## src/lsu_pkg.sv

```systemverilog
package lsu_pkg;

    // ------------------------------------------------------------------
    // widths
    // ------------------------------------------------------------------
    localparam int unsigned XLEN          = 32;
    localparam int unsigned TRANS_ID_BITS = 3;
    localparam int unsigned BE_BITS       = XLEN / 8;

    typedef enum logic [3:0] {
        LB, LBU, LH, LHU, LW,
        SB, SH, SW
    } lsu_op_t;

    // access size derived from the operator
    typedef enum logic [1:0] {
        SIZE_BYTE,
        SIZE_HALF,
        SIZE_WORD
    } lsu_size_t;

    // trap causes
    localparam logic [XLEN-1:0] LD_ADDR_MISALIGNED = XLEN'(4);
    localparam logic [XLEN-1:0] ST_ADDR_MISALIGNED = XLEN'(6);

    // ------------------------------------------------------------------
    // request and result words
    // ------------------------------------------------------------------
    typedef struct packed {
        lsu_op_t                  operator;
        logic [XLEN-1:0]          operand_a;
        logic [XLEN-1:0]          operand_b;
        logic [XLEN-1:0]          imm;
        logic [TRANS_ID_BITS-1:0] trans_id;
    } fu_data_t;

    typedef struct packed {
        logic                     valid;
        logic [XLEN-1:0]          vaddr;
        logic [XLEN-1:0]          data;
        logic [BE_BITS-1:0]       be;
        lsu_op_t                  operator;
        logic [TRANS_ID_BITS-1:0] trans_id;
    } lsu_ctrl_t;

    typedef struct packed {
        logic [XLEN-1:0] cause;
        logic [XLEN-1:0] tval;
        logic            valid;
    } lsu_exception_t;

    typedef struct packed {
        logic                     valid;
        logic [TRANS_ID_BITS-1:0] trans_id;
        logic [XLEN-1:0]          result;
        lsu_exception_t           ex;
    } lsu_result_t;

    // ------------------------------------------------------------------
    // memory port
    // ------------------------------------------------------------------
    typedef struct packed {
        logic               req;
        logic [XLEN-1:0]    addr;
        logic               we;
        logic [BE_BITS-1:0] be;
        logic [XLEN-1:0]    wdata;
    } dmem_req_t;

    typedef struct packed {
        logic            gnt;
        logic            rvalid;
        logic [XLEN-1:0] rdata;
    } dmem_resp_t;

    function automatic logic is_load(lsu_op_t op);
        return op inside {LB, LBU, LH, LHU, LW};
    endfunction

    function automatic lsu_size_t size_of(lsu_op_t op);
        case (op)
            LB, LBU, SB: return SIZE_BYTE;
            LH, LHU, SH: return SIZE_HALF;
            default:     return SIZE_WORD;
        endcase
    endfunction

endpackage

```

## src/load_store_unit.sv

```systemverilog
module load_store_unit #(
    parameter int unsigned NrBypassEntries = 2
) (
    input  logic                 clk_i,
    input  logic                 arst_n_i,
    input  logic                 flush_i,
    input  logic                 lsu_valid_i,
    input  lsu_pkg::fu_data_t    fu_data_i,
    output logic                 lsu_ready_o,
    output lsu_pkg::lsu_result_t load_result_o,
    output lsu_pkg::lsu_result_t store_result_o,
    output lsu_pkg::dmem_req_t   ld_mem_req_o,
    output lsu_pkg::dmem_req_t   st_mem_req_o,
    input  lsu_pkg::dmem_resp_t  ld_mem_resp_i,
    input  lsu_pkg::dmem_resp_t  st_mem_resp_i
);
    import lsu_pkg::*;

    lsu_ctrl_t      lsu_req;
    lsu_ctrl_t      lsu_ctrl;
    logic           pop_ld;
    logic           pop_st;
    logic           ld_valid;
    logic           st_valid;
    logic           misaligned;
    lsu_exception_t misaligned_ex;

    lsu_agu u_lsu_agu (
        .fu_data_i   (fu_data_i),
        .lsu_valid_i (lsu_valid_i),
        .lsu_req_o   (lsu_req)
    );

    lsu_bypass #(
        .NrBypassEntries (NrBypassEntries)
    ) u_lsu_bypass (
        .clk_i           (clk_i),
        .arst_n_i        (arst_n_i),
        .flush_i         (flush_i),
        .lsu_req_i       (lsu_req),
        .lsu_req_valid_i (lsu_valid_i),
        .pop_ld_i        (pop_ld),
        .pop_st_i        (pop_st),
        .lsu_ctrl_o      (lsu_ctrl),
        .ready_o         (lsu_ready_o)
    );

    lsu_misalign_check u_lsu_misalign_check (
        .lsu_ctrl_i      (lsu_ctrl),
        .misaligned_o    (misaligned),
        .misaligned_ex_o (misaligned_ex)
    );

    // ------------------------------------------------------------------
    // dispatch by operation kind
    // ------------------------------------------------------------------
    always_comb begin
        ld_valid = 1'b0;
        st_valid = 1'b0;
        if (lsu_ctrl.valid) begin
            if (is_load(lsu_ctrl.operator)) begin
                ld_valid = 1'b1;
            end else begin
                st_valid = 1'b1;
            end
        end
    end

    load_unit u_load_unit (
        .clk_i           (clk_i),
        .arst_n_i        (arst_n_i),
        .flush_i         (flush_i),
        .valid_i         (ld_valid),
        .lsu_ctrl_i      (lsu_ctrl),
        .misaligned_i    (misaligned),
        .misaligned_ex_i (misaligned_ex),
        .pop_ld_o        (pop_ld),
        .ld_mem_req_o    (ld_mem_req_o),
        .ld_mem_resp_i   (ld_mem_resp_i),
        .load_result_o   (load_result_o)
    );

    store_unit u_store_unit (
        .clk_i           (clk_i),
        .arst_n_i        (arst_n_i),
        .valid_i         (st_valid),
        .lsu_ctrl_i      (lsu_ctrl),
        .misaligned_i    (misaligned),
        .misaligned_ex_i (misaligned_ex),
        .pop_st_o        (pop_st),
        .st_mem_req_o    (st_mem_req_o),
        .st_mem_resp_i   (st_mem_resp_i),
        .store_result_o  (store_result_o)
    );

endmodule

```

## src/load_unit.sv

```systemverilog
module load_unit (
    input  logic                    clk_i,
    input  logic                    arst_n_i,
    input  logic                    flush_i,
    input  logic                    valid_i,
    input  lsu_pkg::lsu_ctrl_t      lsu_ctrl_i,
    input  logic                    misaligned_i,
    input  lsu_pkg::lsu_exception_t misaligned_ex_i,
    output logic                    pop_ld_o,
    output lsu_pkg::dmem_req_t      ld_mem_req_o,
    input  lsu_pkg::dmem_resp_t     ld_mem_resp_i,
    output lsu_pkg::lsu_result_t    load_result_o
);
    import lsu_pkg::*;

    typedef enum logic {IDLE, WAIT_RVALID} state_e;

    state_e                   state_q;
    logic                     drop_q;
    logic [TRANS_ID_BITS-1:0] id_q;
    logic [1:0]               offset_q;
    lsu_op_t                  op_q;
    logic                     issue;
    logic                     accept;
    logic [XLEN-1:0]          shifted;
    logic [XLEN-1:0]          extracted;

    // one read outstanding at most
    assign issue  = valid_i && !misaligned_i && (state_q == IDLE);
    assign accept = issue && ld_mem_resp_i.gnt;

    assign ld_mem_req_o = '{
        req:   issue,
        addr:  {lsu_ctrl_i.vaddr[XLEN-1:2], 2'b00},
        we:    1'b0,
        be:    lsu_ctrl_i.be,
        wdata: '0
    };

    assign pop_ld_o = accept || (valid_i && misaligned_i && (state_q == IDLE));

    // ------------------------------------------------------------------
    // lane select and extension
    // ------------------------------------------------------------------
    assign shifted = ld_mem_resp_i.rdata >> {offset_q, 3'b000};

    always_comb begin
        case (op_q)
            LB:      extracted = {{(XLEN-8){shifted[7]}}, shifted[7:0]};
            LBU:     extracted = {{(XLEN-8){1'b0}}, shifted[7:0]};
            LH:      extracted = {{(XLEN-16){shifted[15]}}, shifted[15:0]};
            LHU:     extracted = {{(XLEN-16){1'b0}}, shifted[15:0]};
            default: extracted = shifted;
        endcase
    end

    always_ff @(posedge clk_i) begin
        if (accept) begin
            id_q     <= lsu_ctrl_i.trans_id;
            offset_q <= lsu_ctrl_i.vaddr[1:0];
            op_q     <= lsu_ctrl_i.operator;
        end
    end

    always_ff @(posedge clk_i or negedge arst_n_i) begin
        if (!arst_n_i) begin
            state_q       <= IDLE;
            drop_q        <= 1'b0;
            load_result_o <= '0;
        end else begin
            load_result_o.valid <= 1'b0;
            case (state_q)
                IDLE: begin
                    if (accept) begin
                        state_q <= WAIT_RVALID;
                        drop_q  <= flush_i;
                    end else if (valid_i && misaligned_i) begin
                        load_result_o <= '{valid: 1'b1, trans_id: lsu_ctrl_i.trans_id,
                                           result: '0, ex: misaligned_ex_i};
                    end
                end
                default: begin
                    if (ld_mem_resp_i.rvalid) begin
                        state_q <= IDLE;
                        drop_q  <= 1'b0;
                        // flushed reads still return, the data is just thrown away
                        if (!drop_q && !flush_i) begin
                            load_result_o <= '{valid: 1'b1, trans_id: id_q,
                                               result: extracted, ex: '0};
                        end
                    end else if (flush_i) begin
                        drop_q <= 1'b1;
                    end
                end
            endcase
        end
    end

    assert property (@(posedge clk_i) disable iff (!arst_n_i)
        ld_mem_resp_i.rvalid |-> state_q == WAIT_RVALID)
        else $error("read response without an outstanding load");

endmodule

```

## src/lsu_agu.sv

```systemverilog
module lsu_agu (
    input  lsu_pkg::fu_data_t  fu_data_i,
    input  logic               lsu_valid_i,
    output lsu_pkg::lsu_ctrl_t lsu_req_o
);
    import lsu_pkg::*;

    logic [XLEN-1:0]    vaddr;
    logic [1:0]         offset;
    logic [BE_BITS-1:0] be;
    logic [XLEN-1:0]    lane_data;

    // immediate is sign interpreted, no translation behind this
    assign vaddr  = $unsigned($signed(fu_data_i.operand_a) + $signed(fu_data_i.imm));
    assign offset = vaddr[1:0];

    // ------------------------------------------------------------------
    // byte enables
    // ------------------------------------------------------------------
    always_comb begin
        case (size_of(fu_data_i.operator))
            SIZE_BYTE: be = BE_BITS'(1) << offset;
            SIZE_HALF: be = BE_BITS'(3) << offset;
            default:   be = '1;
        endcase
    end

    // store data moved into its byte lane
    assign lane_data = fu_data_i.operand_b << {offset, 3'b000};

    assign lsu_req_o = '{
        valid:    lsu_valid_i,
        vaddr:    vaddr,
        data:     lane_data,
        be:       be,
        operator: fu_data_i.operator,
        trans_id: fu_data_i.trans_id
    };

endmodule

```

## src/lsu_bypass.sv

```systemverilog
module lsu_bypass #(
    parameter int unsigned NrBypassEntries = 2
) (
    input  logic               clk_i,
    input  logic               arst_n_i,
    input  logic               flush_i,
    input  lsu_pkg::lsu_ctrl_t lsu_req_i,
    input  logic               lsu_req_valid_i,
    input  logic               pop_ld_i,
    input  logic               pop_st_i,
    output lsu_pkg::lsu_ctrl_t lsu_ctrl_o,
    output logic               ready_o
);
    import lsu_pkg::*;

    localparam int unsigned PtrBits = $clog2(NrBypassEntries);

    lsu_ctrl_t [NrBypassEntries-1:0] mem_q;
    logic [PtrBits-1:0]              rd_ptr_q;
    logic [PtrBits-1:0]              wr_ptr_q;
    logic [PtrBits:0]                count_q;
    logic                            empty;
    logic                            pop;

    assign empty   = (count_q == '0);
    assign pop     = pop_ld_i | pop_st_i;
    assign ready_o = empty;

    // incoming word is presented directly while nothing is queued
    assign lsu_ctrl_o = empty ? lsu_req_i : mem_q[rd_ptr_q];

    always_ff @(posedge clk_i or negedge arst_n_i) begin
        if (!arst_n_i) begin
            rd_ptr_q <= '0;
            wr_ptr_q <= '0;
            count_q  <= '0;
        end else if (flush_i) begin
            rd_ptr_q <= '0;
            wr_ptr_q <= '0;
            count_q  <= '0;
        end else begin
            if (lsu_req_valid_i) begin
                wr_ptr_q <= wr_ptr_q + 1'b1;
            end
            if (pop) begin
                rd_ptr_q <= rd_ptr_q + 1'b1;
            end
            case ({lsu_req_valid_i, pop})
                2'b10:   count_q <= count_q + 1'b1;
                2'b01:   count_q <= count_q - 1'b1;
                default: count_q <= count_q;
            endcase
        end
    end

    // pass-through pushes write the entry and clear its valid in the same cycle
    always_ff @(posedge clk_i) begin
        if (lsu_req_valid_i) begin
            mem_q[wr_ptr_q] <= lsu_req_i;
        end
        if (pop) begin
            mem_q[rd_ptr_q].valid <= 1'b0;
        end
    end

    // ------------------------------------------------------------------
    // checks
    // ------------------------------------------------------------------
    assert property (@(posedge clk_i) disable iff (!arst_n_i)
        lsu_req_valid_i |-> count_q < NrBypassEntries)
        else $error("push into full bypass queue");

    assert property (@(posedge clk_i) disable iff (!arst_n_i)
        pop |-> !empty || lsu_req_valid_i)
        else $error("pop from empty bypass queue");

    assert property (@(posedge clk_i) disable iff (!arst_n_i)
        !(pop_ld_i && pop_st_i))
        else $error("load and store unit popped together");

endmodule

```

## src/lsu_misalign_check.sv

```systemverilog
module lsu_misalign_check (
    input  lsu_pkg::lsu_ctrl_t      lsu_ctrl_i,
    output logic                    misaligned_o,
    output lsu_pkg::lsu_exception_t misaligned_ex_o
);
    import lsu_pkg::*;

    // bytes are always aligned
    always_comb begin
        misaligned_o = 1'b0;
        if (lsu_ctrl_i.valid) begin
            case (size_of(lsu_ctrl_i.operator))
                SIZE_WORD: misaligned_o = (lsu_ctrl_i.vaddr[1:0] != 2'b00);
                SIZE_HALF: misaligned_o = lsu_ctrl_i.vaddr[0];
                default:   misaligned_o = 1'b0;
            endcase
        end
    end

    // ------------------------------------------------------------------
    // exception word
    // ------------------------------------------------------------------
    always_comb begin
        misaligned_ex_o = '0;
        if (misaligned_o) begin
            if (is_load(lsu_ctrl_i.operator)) begin
                misaligned_ex_o.cause = LD_ADDR_MISALIGNED;
            end else begin
                misaligned_ex_o.cause = ST_ADDR_MISALIGNED;
            end
            // faulting address goes to tval
            misaligned_ex_o.tval  = lsu_ctrl_i.vaddr;
            misaligned_ex_o.valid = 1'b1;
        end
    end

endmodule

```

## src/store_unit.sv

```systemverilog
module store_unit (
    input  logic                    clk_i,
    input  logic                    arst_n_i,
    input  logic                    valid_i,
    input  lsu_pkg::lsu_ctrl_t      lsu_ctrl_i,
    input  logic                    misaligned_i,
    input  lsu_pkg::lsu_exception_t misaligned_ex_i,
    output logic                    pop_st_o,
    output lsu_pkg::dmem_req_t      st_mem_req_o,
    input  lsu_pkg::dmem_resp_t     st_mem_resp_i,
    output lsu_pkg::lsu_result_t    store_result_o
);
    import lsu_pkg::*;

    logic issue;

    assign issue = valid_i && !misaligned_i;

    // memory is written at grant
    assign st_mem_req_o = '{
        req:   issue,
        addr:  {lsu_ctrl_i.vaddr[XLEN-1:2], 2'b00},
        we:    1'b1,
        be:    lsu_ctrl_i.be,
        wdata: lsu_ctrl_i.data
    };

    assign pop_st_o = valid_i && (misaligned_i || st_mem_resp_i.gnt);

    // exception word is all zero unless the access was misaligned
    always_ff @(posedge clk_i or negedge arst_n_i) begin
        if (!arst_n_i) begin
            store_result_o <= '0;
        end else begin
            store_result_o.valid <= 1'b0;
            if (pop_st_o) begin
                store_result_o <= '{valid: 1'b1, trans_id: lsu_ctrl_i.trans_id,
                                    result: '0, ex: misaligned_ex_i};
            end
        end
    end

endmodule

```

## config.mk

```make
export PLATFORM = sky130hd
export DESIGN_NAME = load_store_unit
export DESIGN_NICKNAME = d
export VERILOG_FILES = /design/src/lsu_pkg.sv /design/src/load_store_unit.sv /design/src/load_unit.sv /design/src/lsu_agu.sv /design/src/lsu_bypass.sv /design/src/lsu_misalign_check.sv /design/src/store_unit.sv
export SDC_FILE = /design/constraint.sdc
export NUM_CORES = 1
export LEC_CHECK = 0
export ABC_AREA = 1
export BUFFER_PORTS_ARGS = -buffer_cell sky130_fd_sc_hd__buf_2
export CAP_MARGIN = 20
export CORE_AREA = 2 2 201 203
export DETAILED_ROUTE_END_ITERATION = 16
export DIE_AREA = 0 0 203 205
export PLACE_DENSITY_LB_ADDON = 0.05
export SKIP_LAST_GASP = 1
export SLEW_MARGIN = 0
export SYNTH_ARGS = -nofsm -noshare
export SYNTH_HDL_FRONTEND = slang
export SYNTH_SLANG_ARGS = --single-unit
```

## constraint.sdc

```tcl
create_clock -name clk_i -period 5.9 [get_ports clk_i]
set_input_delay 0.59 -clock clk_i [delete_from_list [all_inputs] [get_ports clk_i]]
set_output_delay 0.59 -clock clk_i [all_outputs]
set_load 0.02 [all_outputs]
```

==> run metrics, run 1 <==
status finished, final reports clean; Setup crit start kind flop; Place WS 1890 ps; Vias 13.1k; GRT met1 Usage 0.326; Worst EP required 6350 ps; most frequent cells in the layout 533 x nand2_1, 353 x buf_2, 171 x nand3_1; postcts setup bufs 0; Setup CP Type reg2reg; HP Class in2async; global route hottest layer met2; worst r2r src u_lsu_bypass.rd_ptr_q$_DFFE_PN0P_; Min Hold Slack 104 ps; IO buf count 354; Synth Warn # 0; sequential power share 0.292; initial core utilization 0.409; Max Freq 253 MHz; vias per std cell 4.91; Core Area 39400 um^2; vias in the first global route 12.2k; max-cap violations 0; Clock Latency Late Sink 530 ps; Wirelength per Cell 18.3 um; Comb power frac 0.483; I/O pin count 518; Worst Max-Slew Pin Slew 1000 ps; Synth Register Bits 275; CTS clk-pin slew, worst paths 60 ps; worst reg2reg path depth 11; share of layout cells above drive strength 1 0.212; Worst IR Drop VDD 0.000244 V; GRT Total Usage 0.228; Switch Pwr 4.37 mW; first-pass GRT wire length 72.8 mm; synth unique cells 47; Cell Area, Synth 16100 um^2; sequential area share after synthesis 0.476; met3 Resource Use GR 0.0471; power per standard cell area 515 nW/um^2; final setup violation count 0; Die Ht 205 um; Reg2Reg Capture Point u_load_unit.load_result_o[99]$_DFFE_PN0P_; sw frac 0.469; setup TNS 0 ps; most used flip-flop cell after synthesis edfxtp_1; min Tclk post-route 3950 ps; part of the power in the clock network 0.225; fin crit share 0.670; number of enable flip-flop cells after synthesis 159; CTS root buf clkbuf_16; Final nets 2329; 1st-iter DRT viols 721; relative slew slack 0.331; register-to-register setup slack 1950 ps; DRC 0; CTS tree yes; # resized after CTS 0; die area 41600 um^2; clk sinks 275; Die Width 203 um; Mean Syn Cell Area 8.44 um^2; final hold vios 0; RSZ-0062 raised after global routing no; Gate Count Post-Synth 1906; Post-Route WL 48.8 mm; largest net degree at the start of global routing 80; P&R area growth vs syn 12.4%; Final WS setup 1950 ps; global route overflow 0; Post-DRT Antenna Nets 0; CP Launch Point u_lsu_bypass.rd_ptr_q$_DFFE_PN0P_; Final Max Slew Viols 0; critical path endpoint category flop; row count 73; internal power 4.95 mW; Arr. time, crit path 4410 ps; DRT Pass-1 Iters 6; Antenna Cells 0; Final GP Congestion 0.879; DP HPWL 34.9 mm; static leakage 8.83 nW; initial antenna violation count 3; async set or reset register ratio after synthesis 0.415; Crit Path Max Fanout 79; H-tree levels 2; Final Skew 12.8 ps; Tot Pwr 9.32 mW; CTS Hold Bufs 0; commonest non-fill, non-tap cell in the layout nand2_1; Clock Tree Buf Depth 3; Num CTS Buffers 34; met2 Usage GRT 0.353
[cell usage after synthesis, types with 31 or more instances]
library cell / n / share of area
nand2_1: 533 / 0.12
buf_4: 239 / 0.11
nand3_1: 172 / 0.053
edfxtp_1: 159 / 0.30
nor2_1: 148 / 0.035
dfrtp_1: 114 / 0.18
o21ai_0: 91 / 0.028
inv_1: 74 / 0.017
a21oi_1: 65 / 0.020
clkbuf_1: 48 / 0.011
a31oi_1: 34 / 0.013
ha_1: 31 / 0.024
[per-stage QoR]
step,utilization,cells,instance area [um^2]
6_report,0.459,2672,18100
5_1_grt,0.459,2672,18100
4_1_cts,0.459,2672,18100
3_3_place_gp,0.431,2610,17000
3_5_place_dp,0.431,2611,17000
2_1_floorplan,-,2034,16600
[flip-flops by register name, indices dropped and copies added, names as in the netlist]
register	cells
u_load_unit.state_q	1
u_load_unit.id_q	3
u_load_unit.drop_q	1
u_load_unit.load_result_o	70
u_lsu_bypass.wr_ptr_q	1
u_lsu_bypass.rd_ptr_q	1
u_store_unit.store_result_o	38
u_lsu_bypass.count_q	2
u_lsu_bypass.mem_q	152
u_load_unit.op_q	4
u_load_unit.offset_q	2
[worst max-delay path, stage by stage, from the launching register on]
cell and delay, ps:
dfrtp_2 680, buf_4 690, nand2_1 100, nand2_1 100, a21oi_1 70, nor2_1 110, nand4_1 190, inv_1 670
nand2_4 680, inv_2 340, nand2_1 80, nand3_1 80
[worst max path at each step]
| stage | to | slack [ps] | depth (start not counted) |
|---|---|---|---|
| 4_1_cts | u_load_unit.load_result_o[99]$_DFFE_PN0P_ | 1860 | 11 |
| 5_1_grt | u_load_unit.load_result_o[97]$_DFFE_PN0P_ | 1500 | 11 |
| 3_3_place_gp | u_load_unit.load_result_o[99]$_DFFE_PN0P_ | 1890 | 11 |
| 6_report | u_load_unit.load_result_o[99]$_DFFE_PN0P_ | 1950 | 11 |
| 3_5_place_dp | u_load_unit.load_result_o[99]$_DFFE_PN0P_ | 1890 | 11 |
| 2_1_floorplan | u_lsu_bypass.mem_q[0]$_DFFE_PP_ | 1570 | 2 |
[cell families after synthesis]
| family | count (synthesis) | synth area share |
|---|---|---|
| AND/OR/NAND/NOR | 918 | 0.239 |
| buffers and inverters | 397 | 0.153 |
| flip-flops | 275 | 0.476 |
| AO/OA/AOI/OAI | 256 | 0.0901 |
| adder cells (fa/ha/maj) | 32 | 0.0253 |
| XOR/XNOR | 14 | 0.00762 |
| multiplexers | 12 | 0.00746 |
| other | 2 | 0.000467 |
[final cells by class]
cell class | count | area [um^2]
clock buffers | 47 | 951
clock inverters | 14 | 155
fillers | 4005 | 21300
inverters | 83 | 318
multi-input cells | 1362 | 6460
flip-flops and latches | 275 | 7670
well taps | 525 | 657
repair buffers | 366 | 1880
[power groups by stage]
stage / clock, mW / combinational, mW / sequential, mW
finish: 2.10 / 4.50 / 2.72
global route: 2.22 / 4.92 / 2.77
CTS: 2.14 / 4.56 / 2.72
detailed placement: 0 / 4.54 / 2.76
global placement: 0 / 4.53 / 2.75
floorplan: 0 / 3.35 / 3.05
[layer usage]
metal	vias to the layer above	routed length (um)
met4	6	971
met3	60	3000
li1	6448	-
met1	6165	22900
met5	-	37
met2	428	21900
Note: power is estimated with default switching activity, not from simulation.
==> inputs of run 2 (changes only) <==
Clock period 5.9 ns to 4 ns, I/O delays scaled along.
==> run metrics, run 2 (synthesis gave the netlist of run 1 again) <==
CTS clk-pin slew, worst paths 60 ps (about the same); # resized after CTS 0 (unchanged); Die Width 203 um (unchanged); HP Class in2reg; initial core utilization 0.409 (unchanged); commonest non-fill, non-tap cell in the layout nand2_1; Setup CP Type reg2out; Max Freq 293 MHz; vias per std cell 4.88 (-0.43%); min Tclk post-route 3420 ps; Min-Delay Endpoint u_lsu_bypass.mem_q[2]$_DFFE_PP_; max-cap violations 0 (unchanged); register-to-register setup slack 1130 ps (-820 ps); critical path's top delay family buffers and inverters; Worst EP required 3600 ps (-2750 ps); Crit-path slowest cell dfrtp_2; number of flip-flops in the largest register 152 (unchanged); Post-DRT Antenna Nets 0 (unchanged); CTS tree yes; Vias 13.1k (+0.053%); Final GP Congestion 0.903 (+2.7%); CP Cell Sequence inv_4 > buf_4 > nand2_1 > a31oi_1 > buf_2; DRC 0 (unchanged); final hold vios 0 (unchanged); initial antenna violation count 1 (-2); P&R area growth vs syn 13.8%; Clock Tree Buf Depth 3 (unchanged); GRT Total Usage 0.229 (+0.00140); Setup crit start kind flop; worst reg2reg path depth 13 (+2); largest registers u_lsu_bypass.mem_q: 152 flops, u_load_unit.load_result_o: 70 flops, u_store_unit.store_result_o: 38 flops; hold path start fu_data_i[2]; largest net degree at the start of global routing 79 (-1.3%); Worst IR Drop VDD 0.000446 V (+83%); static leakage 8.95 nW (+1.3%); relative slew slack 0.321 (-0.0103); Num CTS Buffers 31 (-8.8%); vias in the first global route 12.3k (+1.0%); Worst Max-Slew Pin Slew 1010 ps (+4.74 ps); CTS root buf clkbuf_16; fin crit share 0.854; slowest stage delay, CP 580 ps (-110 ps); Min Hold Slack 57.5 ps (-46.2 ps); first-pass GRT wire length 74.0 mm (+1.7%); worst hold path stage count 1; Clock Latency Late Sink 560 ps (+30 ps); RSZ-0062 raised after global routing no; final setup violation count 0 (unchanged); Post-Route WL 49.4 mm (+1.1%); Final Max Slew Viols 0 (unchanged); Core Area 39400 um^2 (unchanged); 1st-iter DRT viols 820 (+14%); setup TNS 0 ps (unchanged); status finished, final reports clean; Final Non-Filler Cells 2685 (+0.49%); DP HPWL 36.0 mm (+3.2%); Crit Path Max Fanout 42 (-47%); H-tree levels 1 (-1); CP Buf/Inv Count 3 (unchanged); Die Ht 205 um (unchanged); placed insts 2625 (+0.54%); Arr. time, crit path 3020 ps (-1390 ps); global route overflow 0 (unchanged); Reg2Reg Capture Point u_load_unit.load_result_o[17]$_DFFE_PN0P_; I/O pin count 518 (unchanged); Final Skew 18.6 ps (+5.87 ps); power per standard cell area 761 nW/um^2 (+48%); DRT Pass-1 Iters 5 (-1); critical path endpoint category output pin; die area 41600 um^2 (unchanged); Wirelength per Cell 18.4 um (+0.60%); Final nets 2342 (+0.56%); worst r2r src u_lsu_bypass.rd_ptr_q$_DFFE_PN0P_; Reg with most FFs u_lsu_bypass.mem_q; most frequent cells in the layout 533 x nand2_1, 353 x buf_2, 171 x nand3_1; row count 73 (unchanged); share of layout cells above drive strength 1 0.218 (+0.00623); IO buf count 354 (unchanged); clk sinks 275 (unchanged)
## run 2: cell count changes in the layout (fill, tap and decap cells not counted), sizes merged, moves of 5 or more
cell	change
bufinv	+6
clkinv	+5
buf	+15
clkbuf	-14
## run 2: metrics by stage
| step | utilization | setup WS, ps | instance area [um^2] | power [mW] |
|---|---|---|---|---|
| after global placement | 0.434 | 637 | 17100 | 10.8 |
| after floorplan | - | 1150 | 16600 | 9.44 |
| after CTS | 0.464 | 448 | 18300 | 14.1 |
| after detailed placement | 0.435 | 568 | 17100 | 10.9 |
| final | 0.465 | 584 | 18300 | 13.9 |
| after global routing | 0.465 | 348 | 18300 | 14.8 |
## run 2: where the power goes
group	switching (mW)	internal, mW	total (mW)
clock	1.17	1.99	3.16
sequential	0.327	3.69	4.02
combinational	4.92	1.83	6.75
total	6.42	7.51	13.9
## run 2: how the worst max path moves through the flow
stage | endpoint | from | cells after the start | slack, ps
finish | ld_mem_req_o[40] | u_lsu_bypass.rd_ptr_q$_DFFE_PN0P_ | 5 | 580
global route | st_mem_req_o[40] | u_lsu_bypass.rd_ptr_q$_DFFE_PN0P_ | 5 | 350
floorplan | u_lsu_bypass.mem_q[0]$_DFFE_PP_ | lsu_valid_i | 2 | 1150
CTS | ld_mem_req_o[40] | u_lsu_bypass.rd_ptr_q$_DFFE_PN0P_ | 5 | 450
global placement | st_mem_req_o[53] | fu_data_i[3] | 15 | 640
detailed placement | st_mem_req_o[53] | fu_data_i[3] | 15 | 570
## run 2: repair_timing
item,CTS,global route
setup buffers,0,0
hold buffers,0,1
endpoints found under the hold margin,0,24
## run 2: layout make-up
class	instances	area [um^2]
inverter	83	318
timing repair buffer	382	2060
tap	525	657
clock buffer	33	783
fill	4010	21100
clock inverter	24	353
antenna	1	2.50
multi-input combinational	1362	6460
sequential	275	7670
## run 2: worst register-to-register path, delay by kind of cell, from the launching register on
kind / cells / cell delay [ps]
simple gates: 10 / 1190
flops: 1 / 580
compound gates: 1 / 180
buf+inv: 2 / 850
## run 2: metal layers
| layer | global-route usage | vias to the layer above | routed length [um] |
|---|---|---|---|
| met5 | 0 | - | 0 |
| met4 | 0.0553 | 0 | 1030 |
| met3 | 0.0296 | 58 | 2930 |
| met2 | 0.354 | 484 | 22000 |
| met1 | 0.341 | 6102 | 23400 |
| li1 | - | 6470 | - |
==> inputs of run 3 (changes only) <==
Clock period 4 ns to 3.4 ns, I/O delays scaled along.
==> run metrics, run 3 (synthesis gave the netlist of run 1 again) <==
status finished, final reports clean; final core utilization 0.466 (+0.000954); CP Buf/Inv Count 4 (+1); CTS root buf clkbuf_16; Clock Latency Late Sink 520 ps (-40 ps); CP Cell Sequence inv_4 > buf_4 > nand2_1 > nand2_1 > o21ai_0 > inv_1 > buf_2; slowest stage delay, CP 660 ps (+80 ps); max-cap violations 0 (unchanged); Clock Tree Buf Depth 3 (unchanged); relative slew slack 0.347 (+0.0254); Post-Route WL 49.4 mm (+0.13%); Reg with most FFs u_lsu_bypass.mem_q; Final Max Slew Viols 0 (unchanged); final setup violation count 0 (unchanged); I/O pin count 518 (unchanged); postcts setup bufs 0 (unchanged); worst r2r src u_load_unit.offset_q[0]$_DFFE_PP_; worst reg2reg path depth 7 (-6); Worst EP required 3060 ps (-540 ps); RSZ-0062 raised after global routing no; number of flip-flops in the largest register 152 (unchanged); Vias 13.2k (+0.28%); Setup CP Type reg2out; Place WS 247 ps (-321 ps); DRC 0 (unchanged); most frequent cells in the layout 533 x nand2_1, 353 x buf_2, 171 x nand3_1; DP HPWL 36.2 mm (+0.36%); Max Freq 308 MHz; die area 41600 um^2 (unchanged); Post-DRT Antenna Nets 0 (unchanged); register-to-register setup slack 480 ps (-650 ps); Min Hold Slack 37.2 ps (-20.3 ps); Final nets 2351 (+0.38%); Final GP Congestion 0.922 (+2.1%); 1st-iter DRT viols 713 (-13%); worst hold path stage count 1 (unchanged); Crit Path Max Fanout 40 (-4.8%); Final Non-Filler Cells 2693 (+0.30%); first-pass GRT wire length 74.2 mm (+0.33%); Wirelength per Cell 18.4 um (-0.17%); hold path start fu_data_i[2]; Area after DPL 17200 um^2 (+0.41%); initial core utilization 0.409 (unchanged); Num CTS Buffers 34 (+9.7%); Tot Pwr 16.4 mW (+18%); cell mode on critical path nand2_1; vias in the first global route 12.5k (+1.2%); GRT Total Usage 0.231 (+0.00173); IO buf count 354 (unchanged); row count 73 (unchanged); Worst Max-Slew Pin Slew 977 ps (-31.0 ps); largest net degree at the start of global routing 69 (-13%); initial antenna violation count 1 (unchanged); setup TNS 0 ps (unchanged); placed insts 2632 (+0.27%); fin crit share 0.955; P&R area growth vs syn 14.0%; Antenna Cells 0 (-1); Die Ht 205 um (unchanged); vias per std cell 4.88 (about the same); post-layout instance area 18300 um^2 (+0.20%); CTS tree yes; share of layout cells above drive strength 1 0.220 (+0.00186); min Tclk post-route 3250 ps; power per standard cell area 895 nW/um^2 (+18%); Final Skew 24.4 ps (+5.71 ps); Setup crit start kind flop; Die Width 203 um (unchanged); Final WS setup 154 ps (-430 ps); global route overflow 0 (unchanged); critical path endpoint category output pin; critical path's top delay family buffers and inverters; CTS clk-pin slew, worst paths 60 ps (about the same); H-tree levels 2 (+1); static leakage 8.98 nW (+0.30%); final hold vios 0 (unchanged); Worst IR Drop VDD 0.000428 V (-3.9%); largest registers u_lsu_bypass.mem_q: 152 flops, u_load_unit.load_result_o: 70 flops, u_store_unit.store_result_o: 38 flops; HP Class in2reg; Reg2Reg Capture Point u_load_unit.load_result_o[82]$_DFFE_PN0P_; clk sinks 275 (unchanged); Crit-path slowest cell o21ai_0; Min-Delay Endpoint u_lsu_bypass.mem_q[78]$_DFFE_PP_; Core Area 39400 um^2 (unchanged); commonest non-fill, non-tap cell in the layout nand2_1; Arr. time, crit path 2910 ps (-110 ps); DRT Pass-1 Iters 5 (unchanged)
## run 3: cell count changes in the layout (fill, tap and decap cells not counted), moves of 2 or more
cell,change
buf_4,+5
bufinv_16,-5
clkbuf_16,+4
buf_12,+3
buf_16,-2
clkbuf_1,+2
clkinv_1,+2
clkinv_4,-2
clkinv_8,+2
## run 3: area by class of cell
class	count	area, um^2
fillers	4047	21000
clock buffers	40	905
repair buffers	388	2110
clock inverters	20	221
inverters	83	318
flip-flops and latches	275	7670
well taps	525	657
multi-input cells	1362	6470
## run 3: timing repair
action / 4_1_cts / 5_1_grt
hold buffers: 1 / 0
hold endpoints to repair: 46 / 0
endpoints found under the setup margin: 0 / 2
gates resized for setup: 0 / 1
## run 3: worst max-delay path by stage
| stage | start | end | slack (ps) | cells past startpoint |
|---|---|---|---|---|
| 2_1_floorplan | u_lsu_bypass.wr_ptr_q$_DFFE_PN0P_ | u_lsu_bypass.mem_q[0]$_DFFE_PP_ | 600 | 1 |
| 4_1_cts | u_lsu_bypass.rd_ptr_q$_DFFE_PN0P_ | st_mem_req_o[45] | 140 | 7 |
| 3_5_place_dp | fu_data_i[3] | st_mem_req_o[53] | 250 | 16 |
| 3_3_place_gp | fu_data_i[3] | st_mem_req_o[28] | 240 | 11 |
| 6_report | u_lsu_bypass.rd_ptr_q$_DFFE_PN0P_ | st_mem_req_o[45] | 150 | 7 |
| 5_1_grt | u_lsu_bypass.rd_ptr_q$_DFFE_PN0P_ | st_mem_req_o[45] | 8 | 7 |
## run 3: worst reg2reg max path, cell delays in order, from the launching register on
cell and delay (ps):
edfxtp_1 580, inv_1 440, nand2_1 190, a21oi_1 130
nand3_1 300, nand2_1 130, nor2_1 760, o21ai_0 220
## run 3: routing by layer
| metal | track usage | vias to the layer above | routed length, um |
|---|---|---|---|
| met2 | 0.366 | 439 | 22400 |
| li1 | - | 6490 | - |
| met4 | 0.0537 | 0 | 866 |
| met1 | 0.337 | 6171 | 23600 |
| met3 | 0.0296 | 51 | 2550 |
| met5 | 0 | - | 0 |
## run 3: report_power, final
part,internal [mW],switching [mW]
clock,2.22,1.44
sequential,4.34,0.375
combinational,2.24,5.80
total,8.80,7.61
